==> config.mk <==
export PLATFORM = sky130hd
export DESIGN_NAME = output_coordinator
export DESIGN_NICKNAME = d
export VERILOG_FILES = /design/src/verilog/sta_pkg.sv /design/src/verilog/output_coordinator.sv
export SDC_FILE = /design/constraint.sdc
export NUM_CORES = 1
export LEC_CHECK = 0
export BUFFER_PORTS_ARGS = -buffer_cell sky130_fd_sc_hd__buf_4
export CAP_MARGIN = 20
export CORE_AREA = 2 2 81 83
export CTS_CLUSTER_DIAMETER = 120
export CTS_CLUSTER_SIZE = 20
export DETAILED_ROUTE_END_ITERATION = 6
export DIE_AREA = 0 0 83 85
export GPL_TIMING_DRIVEN = 1
export HOLD_SLACK_MARGIN = 0.02
export PLACE_DENSITY = 0.72
export SETUP_SLACK_MARGIN = 0.4
export SLEW_MARGIN = 20
export SYNTH_ARGS = -nofsm -noshare
export SYNTH_HDL_FRONTEND = slang
export SYNTH_SLANG_ARGS = --single-unit
export TNS_END_PERCENT = 20
==> constraint.sdc <==
create_clock -name clk -period 2.7 [get_ports clk]
set_input_delay 0.54 -clock clk [delete_from_list [all_inputs] [get_ports clk]]
set_output_delay 0.54 -clock clk [all_outputs]
set_load 0.03 [all_outputs]
==> src/verilog/sta_pkg.sv <==
`default_nettype none

package sta_pkg;

  // ========================================
  // Tile shape
  // ========================================
  localparam int ROWS      = 4;
  localparam int COLS      = 4;
  localparam int TOTAL_PES = ROWS * COLS;

  // Largest matrix dimension and the coordinate width that covers it
  localparam int MAX_N     = 64;
  localparam int N_BITS    = $clog2(MAX_N);

  // ========================================
  // Datapath widths
  // ========================================
  localparam int OP_BITS   = 8;
  // Room for 64 signed int8 products plus headroom
  localparam int ACC_BITS  = 24;
  // Step count from 1 to MAX_N needs one bit more than a coordinate
  localparam int K_BITS    = N_BITS + 1;

  typedef logic signed [OP_BITS-1:0]  operand_t;
  typedef logic signed [ACC_BITS-1:0] acc_t;
  // Coordinates wrap modulo MAX_N
  typedef logic [N_BITS-1:0]          coord_t;
  typedef logic [K_BITS-1:0]          klen_t;

  // Element i of a column feeds grid row i
  typedef operand_t [ROWS-1:0]      a_col_t;
  // Element j of a row feeds grid column j
  typedef operand_t [COLS-1:0]      b_row_t;
  // Flat PE index is i*COLS + j
  typedef acc_t     [TOTAL_PES-1:0] acc_grid_t;
  typedef coord_t   [TOTAL_PES-1:0] coord_vec_t;

  // One tagged result on the output stream
  typedef struct packed {
    coord_t row;
    coord_t col;
    acc_t   value;
  } result_t;

  typedef enum logic [1:0] {S_IDLE, S_CLEAR, S_COMPUTE, S_DRAIN} seq_state_t;

endpackage

`default_nettype wire

==> src/verilog/output_coordinator.sv <==
`timescale 1ns/1ps
`default_nettype none

module output_coordinator (
  input  logic                 clk
  ,input  logic                reset
  ,input  logic                stall
  // Re-arms the one-shot for a new tile
  ,input  logic                clear
  ,input  logic                done
  ,input  logic                sta_idle
  ,input  sta_pkg::coord_t     pos_row
  ,input  sta_pkg::coord_t     pos_col
  ,output logic                idle
  ,output logic                out_valid
  ,output sta_pkg::coord_vec_t out_row
  ,output sta_pkg::coord_vec_t out_col
);

  // High for the single cycle of the output pulse
  logic valid_state;
  // Set once fired, blocks a second pulse on the same data
  logic fired;

  // ========================================
  // One-shot valid FSM
  // ========================================
  always_ff @(posedge clk) begin
    if (reset) begin
      valid_state <= 1'b0;
      fired       <= 1'b0;
    end else if (!stall) begin
      if (clear) begin
        valid_state <= 1'b0;
        fired       <= 1'b0;
      end else if (done && sta_idle && !valid_state && !fired) begin
        // Run finished and array quiet
        valid_state <= 1'b1;
        fired       <= 1'b1;
      end else if (valid_state) begin
        valid_state <= 1'b0;
      end
    end
  end

  assign out_valid = valid_state;
  // Fired and the pulse is over
  assign idle      = fired && !valid_state;

  // ========================================
  // Absolute coordinates per PE
  // ========================================
  // Base plus PE offset, wraps modulo MAX_N
  always_comb begin
    for (int i = 0; i < sta_pkg::ROWS; i++) begin
      for (int j = 0; j < sta_pkg::COLS; j++) begin
        out_row[i*sta_pkg::COLS + j] = pos_row + sta_pkg::coord_t'(i);
        out_col[i*sta_pkg::COLS + j] = pos_col + sta_pkg::coord_t'(j);
      end
    end
  end

endmodule

`default_nettype wire

==> metrics.md <==
| Metric | Value |
|---|---|
| Final setup viols | 0 |
| Area Growth Syn to Fin | 40.0% |
| Sequential Power Share | 2.7% |
| Num CTS Buffers | 3 |
| HPWL Detailed | 3600 um |
| CP Capture Type | output port |
| # hold bufs at CTS | 0 |
| Leak | 1.34 nW |
| TritonCTS clock tree | done |
| Synthesized area per cell | 7.56 sq um |
| Chip Width | 83 um |
| Max_cap viols | 0 |
| Total GRT Usage | 10.1% |
| Worst-path clk slew | 0.03 ns |
| Worst-Margin Slew | 0.387 ns |
| Outcome | finished, final reports clean |
| DRT iter0 DRCs | 15 |
| Part of the Yosys area used for sequential elements | 2.26% |
| Part of the power in combinational logic | 87.2% |
| Hold Fails Final Rpt | 0 |
| Setup skew after layout | 0.00367 ns |
| Mapped Area | 1770 sq um |
| Total chip power | 1.15 mW |
| Pins Over Slew Limit | 0 |
| Overflow after GRT | 0 |
| Highest clock rate | 0.442 GHz |
| Critical path data required time | 2.16 ns |
| Fin crit share | 83.7% |
| First-pass GRT wire length | 6120 um |
| Clock root buffer | clkbuf_8 |
| Final core utilization | 39.9% |
| FP Rows | 29 |
| Clock Path Buffers | 2 |
| Placer Congestion | 0.712 |
| Sw Pwr | 0.675 mW |
| RSZ-0062 raised after global routing | true |
| Core area | 6200 sq um |
| Wire length per cell | 11.4 um |
| Critical Path Source Type | primary input |
| Synth cell types | 21 |
| Clk pwr share | 10.1% |
| Post-Syn Instances | 234 |
| I/O pin count | 212 |
| Syn nets | 260 |
| Starting density of the core | 28.5% |
| Worst slew margin | 74.0% |
| Via-to-Cell Ratio | 3.99 |
| Post-Route Setup TNS | 0 ns |
| Die height | 85 um |
| DR pass1 iterations | 4 |
| Critical Path Fanout Max | 14 |
| H-tree Lvls | 1 |
| Worst slack, placed | 0.310 ns |
| Vias in the first global route | 1222 |
| Nets | 317 |
| ANT nets after route | 0 |
| DR vias | 1462 |
| # DRC | 0 |
| Net Sw Frac | 58.8% |
| Worst setup margin | 0.439 ns |
| Arrival time at the worst endpoint | 1.72 ns |
| Synth Warn # | 0 |
| Worst Hold Class | reg2reg |
| Ant diodes | 0 |
| Port buffer count | 211 |
| Worst-Skew Late Latency | 0.21 ns |
| Largest net degree at the start of global routing | 15 |
| Pwr dens | 463 nW/um^2 |
| Tmin final | 2.26 ns |
| Antenna violations before repair | 0 |
| Layout cell share with drive strength beyond 1 | 82.0% |
| WL final | 4190 um |
| Setup CP Type | in2out |
| Pint | 0.473 mW |
| Synthesized flop and latch total | 2 |
| Peak supply drop | 0.000255 V |
| Die area | 7060 sq um |
| CTS Sinks | 2 |
[state kept, by name (all words and copies together), names as in the netlist]
register,count
out_valid,1
fired,1
[cells by family after synthesis]
| group | Yosys count | synth area share (%) |
|---|---|---|
| flip-flops | 2 | 2.26 |
| buffers and inverters | 174 | 71.3 |
| AND/OR/NAND/NOR | 22 | 7.35 |
| XOR/XNOR | 20 | 9.90 |
| AO/OA/AOI/OAI | 8 | 3.54 |
| adder cells (fa/ha/maj) | 8 | 5.66 |
[cell usage in the layout (no fill, tap or decap), drive strengths merged, types with 3 or more instances in the layout]
cell type  instances
xor2               4
nand3              6
inv                7
nand2              3
buf              216
clkinvlp           3
ha                 8
xnor2             16
clkbuf             3
nand3b             4
[cell type report]
type                       count  area, sq um
inverter                      10         48.8
fill                         620         3730
clock buffer                   3         41.3
multi-input combinational     58          611
tap                           77         96.3
sequential                     2         40.0
timing repair buffer         216         1640
[repair_timing]
action	4_1_cts	5_1_grt
setup buffers	1	4
endpoints found under the setup margin	12	48
pin swaps	0	1
resized for setup	0	8
[worst max-delay path, stage by stage]
cell and delay (ns):
buf_4 0.19, clkinvlp_4 0.14, ha_4 0.18, nand3b_1 0.24, xnor2_4 0.24, buf_4 0.19
[power by group through the flow]
stage	Sequential, mW	Combinational, mW	Clock (mW)
after floorplan	0.0323	0.855	0
after global placement	0.0316	0.989	0
after detailed placement	0.0317	0.995	0
after CTS	0.0313	0.998	0.119
after global routing	0.0314	1.04	0.126
final	0.0313	1.00	0.116
[per-layer routing]
metal	part of all wire, %	track usage (%)
met1	30	10.0
met2	58	21.4
met3	12	2.04
met4	0	1.79
met5	0	0
[synth_stat cells]
cell type | number | share of area, %
dfxtp_1 | 2 | 2.3
inv_1 | 10 | 2.1
or3_1 | 1 | 0.35
ha_1 | 8 | 5.7
nand3b_1 | 4 | 1.7
nand4bb_1 | 1 | 0.64
xor2_1 | 4 | 2.0
o221ai_1 | 2 | 0.99
and2_1 | 2 | 0.71
buf_4 | 161 | 68
xnor2_1 | 16 | 7.9
nand2b_1 | 2 | 0.71
nand2_1 | 3 | 0.64
a21oi_1 | 2 | 0.57
buf_2 | 3 | 0.85
nor2_1 | 1 | 0.21
nand4_1 | 2 | 0.71
a21bo_2 | 2 | 1.1
a221oi_1 | 1 | 0.50
nand3_1 | 6 | 1.7
o22ai_1 | 1 | 0.35
[path summary, 6_finish.rpt]
check | cells after the start | end | startpoint | slack (ns)
max reg2reg | 2 | fired | out_valid | 1.82
min | 2 | fired | fired | 0.48
min reg2reg | 2 | fired | fired | 0.48
max | 6 | out_col[94] | pos_col[0] | 0.44
[through the flow]
| step | hold slack [ns] | area [sq um] | cells |
|---|---|---|---|
| detailed placement | 0.479 | 2360 | 358 |
| CTS | 0.484 | 2410 | 362 |
| global placement | 0.471 | 2360 | 358 |
| floorplan | 0.455 | 1920 | 234 |
| finish | 0.481 | 2480 | 366 |
| global route | 0.521 | 2480 | 366 |
(Power assumes the default switching activity.)
