==> config.mk <==
export PLATFORM = sky130hd
export DESIGN_NAME = result_packer
export DESIGN_NICKNAME = d
export VERILOG_FILES = /design/src/verilog/sta_pkg.sv /design/src/verilog/result_packer.sv
export SDC_FILE = /design/constraint.sdc
export NUM_CORES = 1
export LEC_CHECK = 0
export BUFFER_PORTS_ARGS = -buffer_cell sky130_fd_sc_hd__buf_2
export CORE_MARGIN = 5
export CORE_UTILIZATION = 40
export CTS_CLUSTER_SIZE = 40
export DETAILED_ROUTE_END_ITERATION = 8
export SLEW_MARGIN = 20
export SYNTH_ARGS = -nofsm -noshare
export SYNTH_HDL_FRONTEND = slang
export SYNTH_SLANG_ARGS = --single-unit
==> constraint.sdc <==
create_clock -name clk -period 45.9 [get_ports clk]
set_clock_uncertainty 0.2 [all_clocks]
set_input_delay 9.18 -clock clk [delete_from_list [all_inputs] [get_ports clk]]
set_output_delay 9.18 -clock clk [all_outputs]
set_load 0.1 [all_outputs]
==> src/verilog/sta_pkg.sv <==
`default_nettype none

package sta_pkg;

  // ========================================
  // Tile shape
  // ========================================
  localparam int ROWS      = 4;
  localparam int COLS      = 4;
  localparam int TOTAL_PES = ROWS * COLS;

  // Largest matrix dimension and the coordinate width that covers it
  localparam int MAX_N     = 64;
  localparam int N_BITS    = $clog2(MAX_N);

  // ========================================
  // Datapath widths
  // ========================================
  localparam int OP_BITS   = 8;
  // Room for 64 signed int8 products plus headroom
  localparam int ACC_BITS  = 24;
  // Step count from 1 to MAX_N needs one bit more than a coordinate
  localparam int K_BITS    = N_BITS + 1;

  typedef logic signed [OP_BITS-1:0]  operand_t;
  typedef logic signed [ACC_BITS-1:0] acc_t;
  // Coordinates wrap modulo MAX_N
  typedef logic [N_BITS-1:0]          coord_t;
  typedef logic [K_BITS-1:0]          klen_t;

  // Element i of a column feeds grid row i
  typedef operand_t [ROWS-1:0]      a_col_t;
  // Element j of a row feeds grid column j
  typedef operand_t [COLS-1:0]      b_row_t;
  // Flat PE index is i*COLS + j
  typedef acc_t     [TOTAL_PES-1:0] acc_grid_t;
  typedef coord_t   [TOTAL_PES-1:0] coord_vec_t;

  // One tagged result on the output stream
  typedef struct packed {
    coord_t row;
    coord_t col;
    acc_t   value;
  } result_t;

  typedef enum logic [1:0] {S_IDLE, S_CLEAR, S_COMPUTE, S_DRAIN} seq_state_t;

endpackage

`default_nettype wire

==> src/verilog/result_packer.sv <==
`timescale 1ns/1ps
`default_nettype none

module result_packer (
  input  logic                 clk
  ,input  logic                reset
  ,input  logic                stall
  ,input  logic                out_valid
  ,input  sta_pkg::acc_grid_t  acc
  ,input  sta_pkg::coord_vec_t out_row
  ,input  sta_pkg::coord_vec_t out_col
  ,output logic                draining
  ,output logic                res_valid
  ,output sta_pkg::result_t    res
);

  // Holding copy of the grid, taken on the valid pulse
  sta_pkg::acc_grid_t  hold_acc;
  sta_pkg::coord_vec_t hold_row;
  sta_pkg::coord_vec_t hold_col;
  // Next PE to send, row-major
  logic [$clog2(sta_pkg::TOTAL_PES)-1:0] idx;
  logic                                  valid_q;

  // ========================================
  // Control
  // ========================================
  always_ff @(posedge clk) begin
    if (reset) begin
      draining <= 1'b0;
      valid_q  <= 1'b0;
      idx      <= '0;
    end else if (!stall) begin
      if (out_valid) begin
        // Element 0 goes straight out, the rest from the copy
        draining <= 1'b1;
        valid_q  <= 1'b1;
        idx      <= 1;
      end else if (draining) begin
        valid_q  <= 1'b1;
        idx      <= idx + 1'b1;
        draining <= (idx != sta_pkg::TOTAL_PES - 1);
      end else begin
        valid_q  <= 1'b0;
      end
    end
  end

  // Payload path
  always_ff @(posedge clk) begin
    if (!stall) begin
      if (out_valid) begin
        hold_acc <= acc;
        hold_row <= out_row;
        hold_col <= out_col;
        res      <= '{row: out_row[0], col: out_col[0], value: acc[0]};
      end else if (draining) begin
        res      <= '{row: hold_row[idx], col: hold_col[idx], value: hold_acc[idx]};
      end
    end
  end

  // A held result counts once, on its first unstalled cycle
  assign res_valid = valid_q && !stall;

endmodule

`default_nettype wire

==> flow_summary.yaml <==
route:
  routed_wl_um: 62700
  via_per_inst: 5.17
  ant_nets: 0
  routedWlPerCell_um: 25.4
  dr.pass1.iters: 5
  drt_iter0_drc: 986
  dr_total_vias: 12773
  drc: 0
layout:
  nets: 2219
  stdcell_area_um2: 29500
  area_growth_pct: 25.0
  multi_input_area_um2: 4670
  fillCellCount: 4784
  regArea_um2: 18500
  drive_above_1_share: 0.544
synthesis:
  synth-edff-count: 612
  synth_top_area_cell: "edfxtp_1"
  avgSynthCellArea_um2: 23.8
  netlist.area_leader.share: 0.779
  synth_cells: 990
  seq_area_frac_synth: 0.784
  synth-compound-area-share: 0.0347
  synthTopCellsByCount: "612 x edfxtp_1, 144 x mux4_2, 39 x nor2_1"
  synthArstFlopShare: 0
  synthAdderAreaFrac: 0.000530
  synth_top_family_by_area: "multiplexers"
  syn-cell-area_um2: 23600
  synth_ff_type: "edfxtp_1"
  synth_simple_gate_area_frac: 0.00939
  ys_types: 29
  synthMuxAreaShare: 0.153
  ys_warn_count: 0
  ys_ff_latch: 618
  synth_area_leaders: "edfxtp_1 78%, mux4_2 14%, a221oi_2 2.3%"
  yosysMostFrequentCell: "edfxtp_1"
  synth_nets: 1571
  synth_xor_area_frac: 0
placed_design:
  place_congestion: 0.835
  hpwlAfterDp_um: 44200
  io_buffers: 617
  place_area_um2: 27400
critical_path:
  crit_end: "res_valid"
  startpoint_type: "input pin"
  crit_start: "stall"
  end_kind: "output pin"
  r2r_cells: 5
  rr_endpoint: "res[20]$_DFFE_PP_"
  worstPathArrival_ns: 10.09
  r2r_setup_slack_ns: 42.07
  crit_type: "input pin to output pin"
  crit_fanout: 6
  r2r-start: "idx[1]$_SDFFE_PP0P_"
  crit_required_ns: 36.52
global_routing:
  grtUsageTotal: 0.191
  grt_pass1_wl_um: 89500
  grt_pass1_vias: 13853
  overflow: 0
  grt_start_max_net_pins: 88
  antenna_found_initial: 21
floorplanning:
  core_um2: 58700
  io_pins: 618
  fp.dieArea_um2: 63900
  die_h_um: 253
  row_count: 89
  die_w_um: 253
  initial_utilization: 0.402
run:
  maxCapViolCount: 0
clocking:
  cts_tree: "yes"
  ctsHoldBuffers: 0
  cts.sinks: 618
  htree_levels: 3
  clock_latency_ns: 0.60
  cts_buffers: 67
  ctsResizeCount: 0
  clockBufferDepth: 3
  post_cts_buffers: 0
  clockRootBuffer: "clkbuf_16"
  clk_pin_slew_worst_paths_ns: 0.06
sta:
  worst_pin_slew_ns: 1.12
  setup-tns-final_ns: 0
  fmax_ghz: 0.0514
  min_period_over_period: 0.424
  fin_crit_ns: 19.47
  slew-limit-headroom: 0.254
  slew_violations: 0
  hold_viol: 0
  setup_viol: 0
  grt_setup_unrepaired: "no"
power:
  p_clk_frac: 0.398
  power_frac_comb: 0.071
  internal_power_w: 0.000996
  irDropWorstVdd_mv: 0.0297
  power_switching_share: 0.217
  p_seq_frac: 0.531
  powerDensity_nw_per_um2: 43.1
  switchingPower_w: 0.000276
  leakage_nw: 10.5
status:
  outcome: "finished clean"
hold_path:
  hold_class: "flip-flop to flip-flop"
==> stage by stage <==
stage                      util  setup WS, ns  power, W  cells  hold WS [ns]
final                     0.503         26.43   0.00127   2471         0.271
after global routing      0.502         26.41   0.00132   2459         0.292
after CTS                 0.501         26.43   0.00129   2452         0.273
after detailed placement  0.467         26.43  0.000779   2341         0.264
after global placement    0.467         26.42  0.000775   2341         0.253
after floorplan               -          8.47  0.000755    990         0.226
==> cell families after synthesis <==
logic type      Yosys count
compound gates           81
flops                   618
mux                     180
buf+inv                  59
simple gates             51
fa+ha+maj                 1
==> how the worst min path moves through the flow <==
stage	from	end	depth (start not counted)
finish	valid_q$_SDFFE_PP0N_	valid_q$_SDFFE_PP0N_	2
detailed placement	valid_q$_SDFFE_PP0N_	valid_q$_SDFFE_PP0N_	2
global placement	valid_q$_SDFFE_PP0N_	valid_q$_SDFFE_PP0N_	2
floorplan	valid_q$_SDFFE_PP0N_	valid_q$_SDFFE_PP0N_	2
global route	valid_q$_SDFFE_PP0N_	valid_q$_SDFFE_PP0N_	2
CTS	valid_q$_SDFFE_PP0N_	valid_q$_SDFFE_PP0N_	2
==> cells in the final DEF (no fill, tap or decap), drive strengths merged, types with 3 or more instances in the layout <==
cell | netlist | routed
clkbuf | 13 | 77
inv | 3 | 4
bufinv | 0 | 3
diode | 0 | 18
edfxtp | 612 | 612
clkinv | 0 | 30
mux2i | 36 | 36
o22ai | 36 | 36
dfxtp | 6 | 6
nor2b | 3 | 3
nor2 | 39 | 39
a221oi | 36 | 36
mux4 | 144 | 144
buf | 43 | 635
a21oi | 4 | 4
==> final cells by class <==
class	instances	share of cell area
Tap cell	773	0.0328
Timing Repair Buffer	635	0.110
Inverter	3	0.000551
Sequential cell	618	0.627
Antenna cell	18	0.00153
Multi-Input combinational cell	313	0.158
Clock inverter	34	0.00920
Clock buffer	77	0.0603
==> critical path: stages <==
cell	delay [ns]
buf_2	0.17
nor2b_1	0.25
buf_2	0.48
==> power groups by stage <==
stage	Clock (W)	Sequential, W	Combinational (W)
3_3_place_gp	0	0.000685	0.0000896
2_1_floorplan	0	0.000718	0.0000375
6_report	0.000506	0.000675	0.0000906
3_5_place_dp	0	0.000687	0.0000915
4_1_cts	0.000521	0.000676	0.0000917
5_1_grt	0.000544	0.000678	0.0000971
==> routing by layer <==
layer | vias to the layer above | wire length, um | track usage
met5 | - | 108 | 0
met4 | 18 | 1270 | 0.0495
met3 | 106 | 5200 | 0.0641
met2 | 483 | 32900 | 0.331
met1 | 6577 | 23200 | 0.232
li1 | 5589 | - | -
==> registers in the layout, summed over array words and instances, names as in the netlist <==
name and flops:
draining 1, idx 4, hold_acc 384, hold_row 96, res 36, hold_col 96
valid_q 1
No activity file was read; power rests on OpenSTA's default activity.
