$ cat config.mk
export PLATFORM = sky130hd
export DESIGN_NAME = step_counter
export DESIGN_NICKNAME = d
export VERILOG_FILES = /design/src/verilog/sta_pkg.sv /design/src/verilog/step_counter.sv
export SDC_FILE = /design/constraint.sdc
export NUM_CORES = 1
export LEC_CHECK = 0
export CAP_MARGIN = 20
export CORE_MARGIN = 5
export CORE_UTILIZATION = 34
export DETAILED_ROUTE_END_ITERATION = 8
export DONT_BUFFER_PORTS = 1
export GPL_TIMING_DRIVEN = 0
export SYNTH_ARGS = -nofsm -noshare
export SYNTH_HDL_FRONTEND = slang
export SYNTH_SLANG_ARGS = --single-unit
$ cat constraint.sdc
create_clock -name clk -period 1.9 [get_ports clk]
set_clock_uncertainty 0.15 [all_clocks]
set_input_delay 0 -clock clk [delete_from_list [all_inputs] [get_ports clk]]
set_output_delay 0 -clock clk [all_outputs]
set_load 0.01 [all_outputs]
$ cat src/verilog/sta_pkg.sv
`default_nettype none

package sta_pkg;

  // ========================================
  // Tile shape
  // ========================================
  localparam int ROWS      = 4;
  localparam int COLS      = 4;
  localparam int TOTAL_PES = ROWS * COLS;

  // Largest matrix dimension and the coordinate width that covers it
  localparam int MAX_N     = 64;
  localparam int N_BITS    = $clog2(MAX_N);

  // ========================================
  // Datapath widths
  // ========================================
  localparam int OP_BITS   = 8;
  // Room for 64 signed int8 products plus headroom
  localparam int ACC_BITS  = 24;
  // Step count from 1 to MAX_N needs one bit more than a coordinate
  localparam int K_BITS    = N_BITS + 1;

  typedef logic signed [OP_BITS-1:0]  operand_t;
  typedef logic signed [ACC_BITS-1:0] acc_t;
  // Coordinates wrap modulo MAX_N
  typedef logic [N_BITS-1:0]          coord_t;
  typedef logic [K_BITS-1:0]          klen_t;

  // Element i of a column feeds grid row i
  typedef operand_t [ROWS-1:0]      a_col_t;
  // Element j of a row feeds grid column j
  typedef operand_t [COLS-1:0]      b_row_t;
  // Flat PE index is i*COLS + j
  typedef acc_t     [TOTAL_PES-1:0] acc_grid_t;
  typedef coord_t   [TOTAL_PES-1:0] coord_vec_t;

  // One tagged result on the output stream
  typedef struct packed {
    coord_t row;
    coord_t col;
    acc_t   value;
  } result_t;

  typedef enum logic [1:0] {S_IDLE, S_CLEAR, S_COMPUTE, S_DRAIN} seq_state_t;

endpackage

`default_nettype wire

$ cat src/verilog/step_counter.sv
`timescale 1ns/1ps
`default_nettype none

module step_counter (
  input  logic             clk
  ,input  logic            reset
  ,input  logic            stall
  ,input  logic            clear
  ,input  logic            feed
  ,input  sta_pkg::klen_t  steps
  ,output logic            last
);

  // Steps already taken in this tile
  sta_pkg::klen_t count;
  sta_pkg::klen_t count_inc;
  // Zero steps runs as a single step
  sta_pkg::klen_t eff_steps;

  always_ff @(posedge clk) begin
    if (reset) begin
      count <= '0;
    end else if (!stall) begin
      if (clear) begin
        count <= '0;
      end else if (feed) begin
        count <= count_inc;
      end
    end
  end

  assign count_inc = count + sta_pkg::klen_t'(1);
  assign eff_steps = (steps == '0) ? sta_pkg::klen_t'(1) : steps;
  // High during the step that completes the run
  assign last      = (count_inc == eff_steps);

endmodule

`default_nettype wire

==> results_dict.tcl, run 1 <==
set metrics [dict create \
    cp_num_buf_inv 0 \
    start_util_pct 36.3 \
    grt_usage_pct 13.0 \
    grt_first_pass_wirelength_mm 2.50 \
    slew_viol_final 0 \
    yosysUniqueCellTypes 27 \
    wl_met1_microns 732 \
    async_flop_share_pct 0 \
    cts_sinks 7 \
    synth_top_family_by_area "compound AO/OA/AOI/OAI gates" \
    fp.coreArea_sq_um 1520 \
    synth_seq_cells 7 \
    p_leak_nw 0.272 \
    drcViolationCount 0 \
    avgViaCountPerCell 5.66 \
    fillers 158 \
    wl_met2_microns 718 \
    cp_common_cell "and3_4" \
    critPathMaxFanout 4 \
    hold_path_end "last" \
    grt_max_degree 11 \
    reg_top3 "count (7)" \
    worstReg2RegStart "count[0]" \
    peakVddDrop_uv 356 \
    synth_simple_gate_area_share_pct 22.2 \
    area_growth_pct 35.3 \
    min_path_type "primary input to output port" \
    via_count 606 \
    crit_arrival_ns 1.77 \
    fin_crit_sh_pct 101 \
    synthCells 75 \
    clk_path_buf_depth 2 \
    synth_xor_area_share_pct 12.7 \
    netlist_area_sq_um 553 \
    cts_tree "built" \
    synth_area_leaders "dfxtp_1 25%, a21oi_1 13%, xnor2_1 9.5%" \
    startpoint_type "flop" \
    critPathMaxStageDelay_ns 0.39 \
    cts_htree_levels 1 \
    cts_buffers 3 \
    largest_reg_flops 7 \
    synth_top_area_cell "dfxtp_1" \
    setup_viol 1 \
    yosysWarnings 0 \
    drive_above_1_share_pct 24.2 \
    r2r-end "count[5]" \
    p_per_area_nw_per_um2 467 \
    wirelength_mm 1.60 \
    synth_edf_count 0 \
    grt_pass1_vias 537 \
    initialDrtViolationCount 8 \
    n_antenna_cell 0 \
    worst_pin_slew_ns 0.345 \
    worst_slack_ns -0.0170 \
    cp_cell_sequence "ha_4 -> and3_4 -> and3_4 -> xnor2_2 -> o21ai_1 -> nor4_2" \
    clk_pin_slew_worst_paths_ns 0.05 \
    port_buffers 0 \
    min_from "steps[4]" \
    ios 13 \
    worst-setup-path-type "flop to output port" \
    chipWidth_microns 50.3 \
    avgSynthCellArea_sq_um 7.37 \
    synth_top_area_share_pct 25.3 \
    top_layer_used "met4" \
    setup_tns_ns -0.0170 \
    seq_area_frac_synth_pct 25.3 \
    r2r_slack_ns 0.24 \
    cp_top_family "simple AND/OR/NAND/NOR gates" \
    wl_per_cell_microns 15.0 \
    dp_hpwl_mm 1.09 \
    crit_required_ns 1.75 \
    final_common_cell "a21oi_1" \
    fmax_mhz 522 \
    root_buffer "clkbuf_4" \
    ant_nets 0 \
    slowest_stage "nor4_2" \
    std_cell_rows 14 \
    grt_setup_unrepaired "yes" \
    antenna_found_initial 0 \
    status "complete, but fails checks" \
    die_area_sq_um 2530 \
    worstRegToRegCells 6 \
    endpoint_kind "output port" \
    max_slew_margin_pct 76.8 \
    overflow 0 \
    synth_fa_ha_area_share_pct 2.26 \
    detail_route.first_pass.iterations 2 \
    synth_compound_area_share_pct 31.0 \
    wl_met3_microns 112 \
    most-common-layout-cells "14 x a21oi_1, 8 x nor2_1, 6 x dlygate4sd3_1, 6 x buf_4" \
    hold_depth 3 \
    regMostFlops "count" \
    synth_mux_area_share_pct 0 \
    maxCapViolCount 0 \
    failed_checks "negative setup slack" \
    synth_nets 88 \
    die_h_microns 50.3 \
    hold-worst-slack_ns 0.116 \
    synth_ff_type "dfxtp_1" \
    period_needed_ns 1.92 \
    nets 105 \
    clkLatencyLatePin_ns 0.26 \
    finalHoldViolCount 0 \
    globalplace.congestion 0.759 \
]
[worst max path at each step]
| stage | start | to | slack (ns) | cells after the start |
|---|---|---|---|---|
| detailed placement | count[0] | last | -0.13 | 6 |
| finish | count[0] | last | -0.02 | 6 |
| global placement | count[0] | last | -0.12 | 6 |
| CTS | count[1] | last | -0.03 | 5 |
| floorplan | count[0] | last | 0.1 | 5 |
| global route | count[0] | last | -0.09 | 6 |
[logic make-up (layout without fill, tap and decap cells)]
group,after synthesis,after routing
buffers and inverters,7,23
AO/OA/AOI/OAI,29,29
XOR/XNOR,8,8
AND/OR/NAND/NOR,23,23
adder cells (fa/ha/maj),1,1
flip-flops,7,7
[layer usage]
layer / track usage, % / up-vias
li1: - / 309
met1: 15.7 / 277
met2: 20.1 / 15
met3: 4.14 / 5
met4: 7.66 / 0
met5: 0 / -
[cell usage after synthesis (2+ instances only)]
cell type and n:
a21oi_1 14, nor2_1 9, dfxtp_1 7, xnor2_1 6, o21ai_0 5, inv_1 4, nand2_1 3, nand4_1 3
and3_1 2, buf_2 2, nor4_1 2, o21ai_1 2, xor2_1 2
[per-stage QoR]
step | total power, mW | setup slack (ns) | utilization (%) | cells | area (sq um)
2_1_floorplan | 0.182 | 0.0999 | - | 75 | 553
3_3_place_gp | 0.186 | -0.115 | 37.6 | 91 | 573
3_5_place_dp | 0.187 | -0.127 | 37.6 | 91 | 573
4_1_cts | 0.349 | -0.0279 | 46.4 | 103 | 707
5_1_grt | 0.368 | -0.0945 | 49.1 | 107 | 748
6_report | 0.349 | -0.0170 | 49.1 | 107 | 748
[area by class of cell]
| cell class | instances | area [sq um] | share of cell area, % |
|---|---|---|---|
| Inverter | 4 | 15.0 | 2.01 |
| Timing Repair Buffer | 12 | 105 | 14.0 |
| Clock buffer | 4 | 26.3 | 3.51 |
| Multi-Input combinational cell | 61 | 417 | 55.7 |
| Sequential cell | 7 | 144 | 19.2 |
| Tap cell | 16 | 20.0 | 2.68 |
| Buffer | 3 | 21.3 | 2.84 |
[repair_timing]
item                                    in CTS  in global routing
hold buffers                                 6                  0
endpoints found under the setup margin       1                  2
gates resized for setup                      7                  3
setup buffers                                2                  4
pin swaps                                    5                  3
hold endpoints to repair                     7                  0
[report_power, final]
group          switching (mW)  internal, mW  leakage, nW
Clock                  0.0623        0.0806       0.0150
Combinational          0.0286        0.0284        0.200
Sequential            0.00127         0.148       0.0579
[worst min-delay path: cells and delay by family]
kind	cells	cell delay, ns
AOI/OAI and AO/OA	2	0.20
and+or+nand+nor	1	0.07
(Power assumes the default switching activity.)
==> run 2, diff against run 1 <==
--- a/config.mk
+++ b/config.mk
@@ -11,6 +11,7 @@
 export DETAILED_ROUTE_END_ITERATION = 8
 export DONT_BUFFER_PORTS = 1
 export GPL_TIMING_DRIVEN = 0
+export PLACE_DENSITY = 0.47
 export SYNTH_ARGS = -nofsm -noshare
 export SYNTH_HDL_FRONTEND = slang
 export SYNTH_SLANG_ARGS = --single-unit
==> run 2 against run 1 <==
The flow now finishes without violations; clock power fell by 5%; register-to-register slack got worse by 0.12 ns; maximum frequency rose by 6.0%; core utilization rose by 2.1 points; design area rose by 4.3%; sequential share of layout area fell by 0.48 points; combinational power rose by 4.7%; critical path type unchanged.
==> results_dict.tcl, run 2 (same netlist as run 1, synthesis figures left out) <==
set metrics [dict create \
    grt_usage_pct 13.1 \
    status "finished clean" \
    final_common_cell "a21oi_1" \
    globalplace.congestion 0.728 \
    clk_path_buf_depth 2 \
    startpoint_type "flop" \
    clkLatencyLatePin_ns 0.25 \
    grt_max_degree 11 \
    worst_pin_slew_ns 0.298 \
    nets 106 \
    maxCapViolCount 0 \
    chipWidth_microns 50.3 \
    cp_cell_sequence "ha_4 -> and3_4 -> and3_4 -> xnor2_2 -> o21ai_2 -> nor4_4" \
    worstSetupEndpoint "last" \
    largest_reg_flops 7 \
    ios 13 \
    initialDrtViolationCount 2 \
    crit_arrival_ns 1.66 \
    wirelength_mm 1.54 \
    max_slew_margin_pct 80.0 \
    fmax_mhz 553 \
    finalHoldViolCount 0 \
    cts_htree_levels 1 \
    fillers 157 \
    timing.critical_path.from "count[0]" \
    worstRegToRegCells 7 \
    detail_route.first_pass.iterations 2 \
    n_antenna_cell 0 \
    regMostFlops "count" \
    drive_above_1_share_pct 26.1 \
    area_growth_pct 41.2 \
    avgViaCountPerCell 5.75 \
    peakVddDrop_uv 327 \
    worstReg2RegStart "count[0]" \
    p_leak_nw 0.279 \
    wl_per_cell_microns 14.2 \
    cts_tree "built" \
    antenna_found_initial 0 \
    grt_setup_unrepaired "no" \
    grt_first_pass_wirelength_mm 2.59 \
    grt_pass1_vias 572 \
    critPathMaxStageDelay_ns 0.35 \
    overflow 0 \
    reg_top3 "count (7)" \
    period_needed_ns 1.81 \
    die_area_sq_um 2530 \
    p_per_area_nw_per_um2 441 \
    cts_buffers 3 \
    r2r_slack_ns 0.12 \
    slowest_stage "dfxtp_4" \
    post-route-util_pct 51.2 \
    setup_viol 0 \
    port_buffers 0 \
    start_util_pct 36.3 \
    hold-worst-slack_ns 0.137 \
    slew_viol_final 0 \
    final_area_sq_um 781 \
    crit_required_ns 1.75 \
    most-common-layout-cells "14 x a21oi_1, 8 x nor2_1, 7 x dlygate4sd3_1, 6 x buf_4" \
    dp_hpwl_mm 1.07 \
    clk_pin_slew_worst_paths_ns 0.05 \
    cp_common_cell "and3_4" \
    root_buffer "clkbuf_4" \
    min_path_type "primary input to output port" \
    endpoint_kind "output port" \
    die_h_microns 50.3 \
    drcViolationCount 0 \
    fp.coreArea_sq_um 1520 \
    std_cell_rows 14 \
    ant_nets 0 \
    via_count 621 \
    critPathMaxFanout 3 \
    power.total_mw 0.345 \
    fin_crit_sh_pct 95.1 \
    dpl-instance-area_sq_um 573 \
    worst-setup-path-type "flop to output port" \
    cts_sinks 7 \
    r2r-end "count[5]" \
]
[run 2: worst min-delay path by stage]
stage	slack [ns]	cells past startpoint	from	end
2_1_floorplan	-0.08	1	reset	count[2]
3_3_place_gp	-0.08	1	reset	count[2]
3_5_place_dp	-0.08	1	reset	count[5]
4_1_cts	0.12	3	steps[4]	last
5_1_grt	0.18	3	steps[4]	last
6_report	0.14	3	steps[4]	last
[run 2: layout make-up]
cell class / count / area, sq um / area share, %
Tap cell: 16 / 20.0 / 2.56
Sequential cell: 7 / 146 / 18.7
Timing Repair Buffer: 13 / 115 / 14.7
Buffer: 3 / 21.3 / 2.72
Clock buffer: 4 / 26.3 / 3.37
Multi-Input combinational cell: 61 / 437 / 55.9
Inverter: 4 / 15.0 / 1.92
[run 2: repair_timing]
item	in CTS	in global routing
buffers inserted	3	3
hold buffers	7	0
hold endpoints to repair	7	0
endpoints found under the setup margin	1	2
pin swaps	5	2
gates resized for setup	8	6
[run 2: power breakdown]
part / total, mW / switching [mW] / internal [mW]
registers: 0.148 / 0.00109 / 0.147
clock network: 0.136 / 0.0563 / 0.0802
logic: 0.0598 / 0.0306 / 0.0292
total: 0.345 / 0.0879 / 0.257
[run 2: critical path: cells and delay by family (launching register included)]
family,cells,cell delay (ns)
AOI/OAI and AO/OA,1,0.09
xor gates and xnor gates,1,0.13
adders and majority gates,1,0.15
DFF,1,0.35
and+or+nand+nor,3,0.70
[run 2: layer usage]
metal	vias up	part of all wire, %	track usage (%)
met2	14	46	19.9
met5	-	0	0
met3	4	6.8	4.14
met4	0	1.8	7.66
met1	286	46	16.1
li1	317	-	-
[run 2: per-stage QoR]
stage          TNS [ns]  std cells  setup WS, ns
6_report              0        108        0.0922
5_1_grt               0        108       0.00905
4_1_cts         -0.0297        105       -0.0297
3_5_place_dp     -0.135         91        -0.135
3_3_place_gp     -0.135         91        -0.135
2_1_floorplan         0         75        0.0999
