**src/verilog/sta_pkg.sv**
```systemverilog
`default_nettype none

package sta_pkg;

  // ========================================
  // Tile shape
  // ========================================
  localparam int ROWS      = 4;
  localparam int COLS      = 4;
  localparam int TOTAL_PES = ROWS * COLS;

  // Largest matrix dimension and the coordinate width that covers it
  localparam int MAX_N     = 64;
  localparam int N_BITS    = $clog2(MAX_N);

  // ========================================
  // Datapath widths
  // ========================================
  localparam int OP_BITS   = 8;
  // Room for 64 signed int8 products plus headroom
  localparam int ACC_BITS  = 24;
  // Step count from 1 to MAX_N needs one bit more than a coordinate
  localparam int K_BITS    = N_BITS + 1;

  typedef logic signed [OP_BITS-1:0]  operand_t;
  typedef logic signed [ACC_BITS-1:0] acc_t;
  // Coordinates wrap modulo MAX_N
  typedef logic [N_BITS-1:0]          coord_t;
  typedef logic [K_BITS-1:0]          klen_t;

  // Element i of a column feeds grid row i
  typedef operand_t [ROWS-1:0]      a_col_t;
  // Element j of a row feeds grid column j
  typedef operand_t [COLS-1:0]      b_row_t;
  // Flat PE index is i*COLS + j
  typedef acc_t     [TOTAL_PES-1:0] acc_grid_t;
  typedef coord_t   [TOTAL_PES-1:0] coord_vec_t;

  // One tagged result on the output stream
  typedef struct packed {
    coord_t row;
    coord_t col;
    acc_t   value;
  } result_t;

  typedef enum logic [1:0] {S_IDLE, S_CLEAR, S_COMPUTE, S_DRAIN} seq_state_t;

endpackage

`default_nettype wire

```
**src/verilog/tile_sequencer.sv**
```systemverilog
`timescale 1ns/1ps
`default_nettype none

module tile_sequencer (
  input  logic               clk
  ,input  logic              reset
  ,input  logic              stall
  ,input  logic              start
  ,input  sta_pkg::klen_t    k_len
  ,input  sta_pkg::coord_t   pos_row
  ,input  sta_pkg::coord_t   pos_col
  // Final compute step from the step counter
  ,input  logic              last
  ,input  logic              coord_idle
  ,input  logic              draining
  ,output logic              clear
  ,output logic              feed
  ,output logic              done
  ,output logic              busy
  ,output sta_pkg::klen_t    steps
  ,output sta_pkg::coord_t   base_row
  ,output sta_pkg::coord_t   base_col
);

  sta_pkg::seq_state_t state;
  sta_pkg::seq_state_t state_next;

  // ========================================
  // Phase FSM
  // ========================================
  always_comb begin
    state_next = state;
    case (state)
      sta_pkg::S_IDLE:    if (start) state_next = sta_pkg::S_CLEAR;
      // One cycle to zero the grid and re-arm the coordinator
      sta_pkg::S_CLEAR:   state_next = sta_pkg::S_COMPUTE;
      sta_pkg::S_COMPUTE: if (last) state_next = sta_pkg::S_DRAIN;
      // Wait for the coordinator to fire and the packer to empty
      sta_pkg::S_DRAIN:   if (coord_idle && !draining) state_next = sta_pkg::S_IDLE;
      default:            state_next = sta_pkg::S_IDLE;
    endcase
  end

  always_ff @(posedge clk) begin
    if (reset) begin
      state <= sta_pkg::S_IDLE;
    end else if (!stall) begin
      state <= state_next;
    end
  end

  // Tile settings held for the whole run
  always_ff @(posedge clk) begin
    if (!stall && state == sta_pkg::S_IDLE && start) begin
      steps    <= k_len;
      base_row <= pos_row;
      base_col <= pos_col;
    end
  end

  // Phase decodes
  assign clear = (state == sta_pkg::S_CLEAR);
  assign feed  = (state == sta_pkg::S_COMPUTE);
  assign done  = (state == sta_pkg::S_DRAIN);
  assign busy  = (state != sta_pkg::S_IDLE);

endmodule

`default_nettype wire

```
**config.mk**
```make
export PLATFORM = sky130hd
export DESIGN_NAME = tile_sequencer
export DESIGN_NICKNAME = d
export VERILOG_FILES = /design/src/verilog/sta_pkg.sv /design/src/verilog/tile_sequencer.sv
export SDC_FILE = /design/constraint.sdc
export NUM_CORES = 1
export LEC_CHECK = 0
export BUFFER_PORTS_ARGS = -buffer_cell sky130_fd_sc_hd__buf_4
export CAP_MARGIN = 40
export CELL_PAD_IN_SITES_DETAIL_PLACEMENT = 1
export CELL_PAD_IN_SITES_GLOBAL_PLACEMENT = 1
export CORE_ASPECT_RATIO = 0.7
export CORE_MARGIN = 4
export CORE_UTILIZATION = 31
export DETAILED_ROUTE_END_ITERATION = 6
export GPL_ROUTABILITY_DRIVEN = 0
export PLACE_DENSITY = 0.87
export SLEW_MARGIN = 10
export SYNTH_ARGS = -nofsm -noshare
export SYNTH_HDL_FRONTEND = slang
export SYNTH_SLANG_ARGS = --single-unit
```
**constraint.sdc**
```tcl
create_clock -name clk -period 2.6 [get_ports clk]
set_clock_uncertainty 0.15 [all_clocks]
set_input_delay 0.26 -clock clk [delete_from_list [all_inputs] [get_ports clk]]
set_output_delay 0.26 -clock clk [all_outputs]
set_load 0.01 [all_outputs]
```
==> out/results.txt, run 1 <==
status: finished clean
Cell Count, Final, Fillers Out: 147
initial core utilization: 34.00%
cells along the critical path: inv_1 -> ha_1 -> nand2_1 -> nor2_2 -> buf_4
DRT iter0 DRCs: 8
DRC violations left: 0
I/O Pins: 49
total gr overflow: 0
number of CTS-inserted buffers: 3
Hold Path Depth: 2
drt total wl: 2068 µm
Vias/cell: 4.197
DRT antenna net count: 0
PortBufs: 48
DR WL/cell: 14.07 µm
fin crit share: 69.65%
Cell Rows: 14
number of H-tree levels: 1
CTS root buf: clkbuf_4
P per Cell Area: 486.9 mW/mm²
Seq/Total Area, Yosys: 79.48%
setup violators final: 0
Crit path max-delay family: buffers and inverters
Setup CP Type: register to register
Mapped Cells: 42
Post-Syn Area: 768.2 µm²
minimum clock period: 1811 ps
most frequent cells in the layout: buf_4, dlygate4sd3_1, edfxtp_1, inv_1, ha_1
gr usage total: 13.08%
CP Buf/Inv Count: 2
delay of the slowest critical-path stage: 360 ps
required time worst endpoint: 2460 ps
Max Fclk: 552.2 MHz
Mapped Nets: 73
CTS Buffer Depth: 2
class of the worst hold path: input pin to register
largest net degree at the start of global routing: 13
RR Endpoint: base_col[3]
vias in the first global route: 678
Die Wd: 67.50 µm
HP Start: stall
Max FO, Critical Path: 11
syn avg cell area: 18.29 µm²
post-DP HPWL: 1519 µm
Yosys cell types: 13
RSZ-0062 raised after global routing: no
first-pass GRT wire length: 3125 µm
Max VDD drop: 0.3023 mV
FF+latch count, synth: 21
Layout area overhead: 83.06%
Filler cells: 216
PostCTS Resize Cnt: 0
layout cells sized above 1: 48.70%
crit path from: state[0]
Slowest-stage cell, CP: dfxtp_1
Final Hold Fails: 0
Worst Setup End Kind: register
Clock Sinks: 21
Core Region: 0.002260 mm²
Clk Latency, worst-skew pair: 300 ps
Critical Path AT: 1670 ps
cts hold-fix bufs: 20
commonest non-fill, non-tap cell in the layout: buf_4
reg2reg path depth: 5
Slew headroom: 71.51%
DRT Pass-1 Iters: 2
max-slew violations: 0
post-CTS setup buffer count: 0
DR vias: 617
worst-margin pin slew: 426.9 ps
CTS tree: done
TNS Setup: 0 ps
Max-Cap Viols: 0
Worst-path clk slew: 110 ps
synth warn: 0
Inst Count DP: 123
Net count, final: 147
initial antenna violation count: 0
R2R setup slack: 790 ps
Die H: 49.65 µm
P_leak: 0.6221 nW
Startpoint Class: register
Hold Path Sink: base_col[4]
Ant. Diodes: 0
Worst R2R Start: state[0]
die area: 0.003351 mm²
==> worst register-to-register path: stages, from the launching register on <==
cell and delay (ps):
dfxtp_1 360, inv_1 130, ha_1 190, nand2_1 70, nor2_2 340, buf_4 280
==> layout make-up <==
cell class                      count  area [µm²]  area share (%)
Multi-Input combinational cell     15       137.6           9.786
Clock buffer                        3       22.52           1.601
Timing Repair Buffer               69       568.0           40.39
Tap cell                           32       40.04           2.847
Inverter                            6       22.52           1.601
Clock inverter                      1       5.005          0.3559
Sequential cell                    21       610.6           43.42
==> cells by family after synthesis <==
family	Yosys count	synth area share (%)
DFF	21	79.48
buffers and inverters	6	2.931
AOI/OAI and AO/OA	5	5.375
adders and majority gates	5	8.143
and+or+nand+nor	5	4.072
==> routing by layer <==
layer / routed length, µm / GRT usage [%] / vias to the layer above / share of wire [%]
met4: 22 / 4.040 / 0 / 1.1
li1: - / - / 298 / -
met3: 124 / 3.864 / 2 / 6.0
met5: 0 / 0 / - / 0
met1: 747 / 12.30 / 289 / 36
met2: 1174 / 26.01 / 28 / 57
==> registers in the layout, summed over array words and instances (netlist names) <==
name / flops
state: 2
base_col: 6
steps: 7
base_row: 6
==> synth_stat cells <==
| cell type | count | share of area, % |
|---|---|---|
| nand2_1 | 1 | 0.49 |
| o211ai_1 | 1 | 0.98 |
| dfxtp_1 | 2 | 5.2 |
| o21ai_0 | 1 | 0.65 |
| a221o_1 | 1 | 1.3 |
| nor2_1 | 2 | 0.98 |
| edfxtp_1 | 19 | 74 |
| o41ai_1 | 1 | 1.1 |
| inv_1 | 6 | 2.9 |
| or2_2 | 1 | 0.81 |
| o311a_1 | 1 | 1.3 |
| ha_1 | 5 | 8.1 |
| nand2b_4 | 1 | 1.8 |
==> through the flow <==
step	utilization (%)	total power [mW]	instance area, µm²	hold slack, ps	setup slack, ps
2_1_floorplan	-	0.4457	768.2	208.9	611.4
3_3_place_gp	52.16	0.5135	1179	288.7	886.5
3_5_place_dp	52.16	0.5177	1179	289.3	783.9
4_1_cts	62.24	0.6958	1406	157.0	766.7
5_1_grt	62.24	0.7241	1406	163.3	641.6
6_report	62.24	0.6848	1406	165.2	789.1
==> how the worst max path moves through the flow <==
| stage | end | cells after the start |
|---|---|---|
| after CTS | base_col[3] | 5 |
| after detailed placement | base_col[3] | 5 |
| after global placement | base_row[3] | 5 |
| after floorplan | base_col[0] | 4 |
| final | base_col[3] | 5 |
| after global routing | base_col[2] | 5 |
==> power by group <==
part           switching, mW  internal (mW)
Clock                 0.0942         0.0573
Combinational         0.0546         0.0804
Sequential           0.00788          0.390
Total                  0.157          0.528
Power figures use the tool's default switching activity.
==> run 2, diff against run 1 <==
Clock period 2.6 ns to 1.85 ns, I/O delays scaled along.
==> run 2 against run 1 <==
Effect of this change:
- utilization stayed put
- combinational power up 47%
- hold slack lost 18 ps
- cell area unchanged
- clock-buffer cell count unchanged
- sequential power increased by 41%
- maximum frequency rose by 3.3%
- via count up 1.8%
- clock power grew 50%
- die area unchanged
- wire length is 22% higher
- sequential cell count did not move
- critical path type unchanged
- largest cell class unchanged
- highest routed layer is now met3
==> out/results.txt, run 2 (synthesis gave the netlist of run 1 again) <==
setup violators final: 0 (unchanged)
DR WL/cell: 17.21 µm (+22%)
drt total wl: 2530 µm (+22%)
Clock Sinks: 21 (unchanged)
delay of the slowest critical-path stage: 400 ps (+40 ps)
die area: 0.003351 mm² (unchanged)
Hold Path Depth: 3 (+1)
metal3 WL: 99 µm (-20%)
DRT iter0 DRCs: 29 (+21)
Filler cells: 217 (+0.46%)
Clk Latency, worst-skew pair: 310 ps (about the same)
combinational power share: 20.1% (+0.4 points)
PortBufs: 48 (unchanged)
reg2reg path depth: 4 (-1)
Die H: 49.65 µm (unchanged)
Cell Rows: 14 (unchanged)
post-CTS setup buffer count: 0 (unchanged)
Max Fclk: 570.6 MHz (+3.3%)
DRT Pass-1 Iters: 4 (+2)
Hold Path Sink: state[1]
layout cells sized above 1: 48.70% (unchanged)
TNS Setup: 0 ps (unchanged)
initial core utilization: 34.00% (unchanged)
Clk pwr share: 23.0% (+0.9 points)
vias in the first global route: 683 (+0.74%)
Final Hold Fails: 0 (unchanged)
Setup CP Type: register to register
Max-Cap Viols: 0 (unchanged)
Worst Setup End Kind: register
CP Buf/Inv Count: 1 (-1)
CTS root buf: clkbuf_4
area occupied by multi-input gates: 137.6 µm² (unchanged)
Reg power frac: 56.9% (-1.3 points)
class of the worst hold path: input pin to register
Layout area overhead: 83.06% (unchanged)
DR vias: 628 (+1.8%)
register area: 610.6 µm² (unchanged)
status: finished clean
Startpoint Class: register
Max VDD drop: 0.4647 mV (+54%)
fin crit share: 94.73% (+25 points)
uppermost layer routed: met3
Placed Area: 0.001179 mm² (unchanged)
HP Start: stall
Crit path max-delay family: compound AO/OA/AOI/OAI gates
I/O Pins: 49 (unchanged)
required time worst endpoint: 1920 ps (-540 ps)
Critical Path AT: 1820 ps (+150 ps)
initial antenna violation count: 0 (unchanged)
Worst R2R Start: state[0]
Slew headroom: 78.94% (+7.4 points)
Switch Pwr: 241.1 µW (+54%)
Reg with most FFs: steps
RSZ-0062 raised after global routing: no
most frequent cells in the layout: buf_4, dlygate4sd3_1, edfxtp_1, inv_1, ha_1
max-slew violations: 0 (unchanged)
internal power: 743.5 µW (+41%)
CTS Buffer Depth: 2 (unchanged)
Max FO, Critical Path: 4 (-7)
Largest register FFs: 7 (unchanged)
minimum clock period: 1752 ps (-58.44 ps)
DRC violations left: 0 (unchanged)
Worst-path clk slew: 120 ps (about the same)
CTS tree: done
Cell Count, Final, Fillers Out: 147 (unchanged)
Slowest-stage cell, CP: dfxtp_1
Post-Layout Inst Area: 0.001406 mm² (unchanged)
Inst Count DP: 123 (unchanged)
Top Registers: steps: 7 flops, base_col: 6 flops, base_row: 6 flops
WL met2: 1607 µm (+37%)
largest net degree at the start of global routing: 20 (+7)
number of H-tree levels: 1 (unchanged)
Ant. Diodes: 0 (unchanged)
Met1 Routed Length: 823 µm (+10%)
first-pass GRT wire length: 3663 µm (+17%)
worst-margin pin slew: 314.7 ps (-112.2 ps)
RR Endpoint: state[0]
commonest non-fill, non-tap cell in the layout: buf_4
P per Cell Area: 700.2 mW/mm² (+44%)
R2R setup slack: 100 ps (-690 ps)
DRT antenna net count: 0 (unchanged)
post-DP HPWL: 1697 µm (+12%)
number of CTS-inserted buffers: 3 (unchanged)
Vias/cell: 4.272 (+1.8%)
Net count, final: 147 (unchanged)
Die Wd: 67.50 µm (unchanged)
P_leak: 0.6222 nW (about the same)
Core Region: 0.002260 mm² (unchanged)
total gr overflow: 0 (unchanged)
Net Sw Frac: 24.49% (+1.6 points)
cells along the critical path: inv_1 -> ha_1 -> a221o_1 -> o311a_1
gr usage total: 15.84% (+2.8 points)
run 2: cell counts in the layout (fill, tap and decap cells not counted):
Identical to the previous run, type by type.
run 2: tightest hold or removal path, cell delays in order:
cell     delay, ps
buf_4           90
a221o_1        200
o41ai_1         90
run 2: power by group through the flow:
stage | sequential (mW) | combinational (mW) | clock [mW]
4_1_cts | 0.561 | 0.194 | 0.228
6_report | 0.560 | 0.198 | 0.226
2_1_floorplan | 0.580 | 0.0469 | 0
3_3_place_gp | 0.567 | 0.153 | 0
5_1_grt | 0.562 | 0.213 | 0.256
3_5_place_dp | 0.571 | 0.159 | 0
run 2: stage by stage:
step	hold slack (ps)	total power, mW	setup WS [ps]	util [%]
after global routing	145.8	1.031	29.44	62.24
after global placement	213.1	0.7203	257.1	52.16
after detailed placement	214.7	0.7300	153.2	52.16
final	147.6	0.9847	97.57	62.24
after CTS	115.3	0.9830	125.6	62.24
after floorplan	133.9	0.6268	170.7	-
run 2: worst max path at each step:
stage	from	end	slack, ps	cells past startpoint
2_1_floorplan	state[0]	base_col[0]	170	4
3_5_place_dp	state[0]	state[0]	150	4
6_report	state[0]	state[0]	100	4
3_3_place_gp	state[0]	state[0]	260	4
5_1_grt	state[0]	state[0]	30	5
4_1_cts	state[0]	state[0]	130	4
run 2: per-layer routing:
layer,global-route usage (%),vias up
li1,-,298
met1,14.80,311
met2,32.79,19
met3,3.636,0
met4,4.040,0
met5,0,-
run 2: cell type report:
cell class | count | share of cell area, %
clock buffer | 3 | 1.601
tap | 32 | 2.847
clock inverter | 1 | 0.3559
inverter | 6 | 1.601
sequential | 21 | 43.42
timing repair buffer | 69 | 40.39
multi-input combinational | 15 | 9.786
run 2: what timing repair did:
action	CTS	global route
hold buffers	20	0
hold endpoints to repair	21	0
resized for setup	0	1
endpoints found under the setup margin	0	1
==> run 3, diff against run 2 <==
Settings changed: RECOVER_POWER set to 25.
==> run 3 against run 2 <==
Effect of this change:
- power is 0.35% lower
- maximum frequency is 0.14% higher
- setup slack better by 2.5 ps
==> out/results.txt, run 3 (synthesis gave the netlist of run 1 again) <==
Worst R2R Start: state[0]
Top Registers: steps: 7 flops, base_col: 6 flops, base_row: 6 flops
post-DP HPWL: 1697 µm (unchanged)
DRT antenna net count: 0 (unchanged)
DR WL/cell: 16.99 µm (-1.3%)
HP Start: stall
Max Fclk: 571.5 MHz (+0.14%)
Cell Rows: 14 (unchanged)
CTS tree: done
fin crit share: 94.59% (-0.13 points)
DRC violations left: 0 (unchanged)
class of the worst hold path: input pin to register
die area: 0.003351 mm² (unchanged)
Layout area overhead: 83.06% (unchanged)
Inst Count DP: 123 (unchanged)
layout cells sized above 1: 48.70% (unchanged)
Max VDD drop: 0.4639 mV (-0.16%)
DRT Pass-1 Iters: 4 (unchanged)
P per Cell Area: 697.7 mW/mm² (-0.35%)
RSZ-0062 raised after global routing: no
CTS Buffer Depth: 2 (unchanged)
setup violators final: 0 (unchanged)
first-pass GRT wire length: 3663 µm (unchanged)
Final Hold Fails: 0 (unchanged)
largest net degree at the start of global routing: 20 (unchanged)
Reg with most FFs: steps
post-CTS setup buffer count: 0 (unchanged)
Worst Setup End Kind: register
I/O Pins: 49 (unchanged)
Worst-path clk slew: 120 ps (about the same)
CTS root buf: clkbuf_4
Cell Count, Final, Fillers Out: 147 (unchanged)
Vias/cell: 4.211 (-1.4%)
Die H: 49.65 µm (unchanged)
Core Region: 0.002260 mm² (unchanged)
initial core utilization: 34.00% (unchanged)
drt total wl: 2497 µm (-1.3%)
TNS Setup: 0 ps (unchanged)
initial antenna violation count: 0 (unchanged)
PortBufs: 48 (unchanged)
Startpoint Class: register
Clock Sinks: 21 (unchanged)
Die Wd: 67.50 µm (unchanged)
DRT iter0 DRCs: 30 (+3.4%)
number of H-tree levels: 1 (unchanged)
Ant. Diodes: 0 (unchanged)
total gr overflow: 0 (unchanged)
Max-Cap Viols: 0 (unchanged)
crit path from: state[0]
Largest register FFs: 7 (unchanged)
status: finished clean
Slew headroom: 79.13% (+0.18 points)
minimum clock period: 1750 ps (-2.497 ps)
DR vias: 619 (-1.4%)
vias in the first global route: 683 (unchanged)
required time worst endpoint: 1910 ps (about the same)
most frequent cells in the layout: buf_4, dlygate4sd3_1, edfxtp_1, clkbuf_4, inv_1
Critical Path AT: 1810 ps (about the same)
gr usage total: 15.84% (unchanged)
Max FO, Critical Path: 4 (unchanged)
max-slew violations: 0 (unchanged)
worst-margin pin slew: 311.9 ps (-2.762 ps)
commonest non-fill, non-tap cell in the layout: buf_4
Net count, final: 147 (unchanged)
Setup CP Type: register to register
Clk Latency, worst-skew pair: 310 ps (about the same)
P_leak: 0.6191 nW (-0.49%)
number of CTS-inserted buffers: 3 (unchanged)
Core Util, Final: 62.24% (unchanged)
## run 3: layer usage
metal	GRT usage [%]	wire length [µm]	up-vias
met5	0	0	-
met4	4.040	0	0
met3	3.636	88	0
met2	32.79	1587	19
met1	14.80	821	303
li1	-	-	297
## run 3: repair_timing
action / 4_1_cts / 5_1_grt
endpoints found under the hold margin: 21 / 0
setup endpoints to repair: 0 / 1
gates resized for setup: 0 / 1
hold buffers: 20 / 0
## run 3: final cells by class
type                    instances  area [µm²]
repair buffers                 69       568.0
multi-input cells              15       137.6
well taps                      32       40.04
clock buffers                   3       22.52
flip-flops and latches         21       610.6
inverters                       6       22.52
clock inverters                 1       5.005
fillers                       217       853.3
## run 3: power breakdown
group / total [mW] / switching, mW / internal [mW]
Combinational: 0.196 / 0.0835 / 0.112
Sequential: 0.560 / 0.0114 / 0.549
Clock: 0.225 / 0.144 / 0.0809
## run 3: worst paths after layout
path              slack [ps]  depth (start not counted)       end
setup / recovery         100                          4  state[0]
hold / removal           150                          3  state[1]
setup reg to reg         100                          4  state[0]
hold reg to reg          450                          2  state[1]
## run 3: critical path, cell delays in order (launching register included)
cell and delay, ps:
dfxtp_1 400, inv_1 110, ha_1 250, a221o_1 400, o311a_1 350
## run 3: through the flow
step           setup WS [ps]  hold slack, ps  instance area (µm²)  total power, mW
3_3_place_gp           257.1           213.1                 1179           0.7203
2_1_floorplan          170.7           133.9                770.7           0.6268
6_report               100.1           149.0                 1406           0.9812
3_5_place_dp           153.2           214.7                 1179           0.7300
5_1_grt                29.44           145.8                 1406            1.030
4_1_cts                125.6           115.3                 1406           0.9830
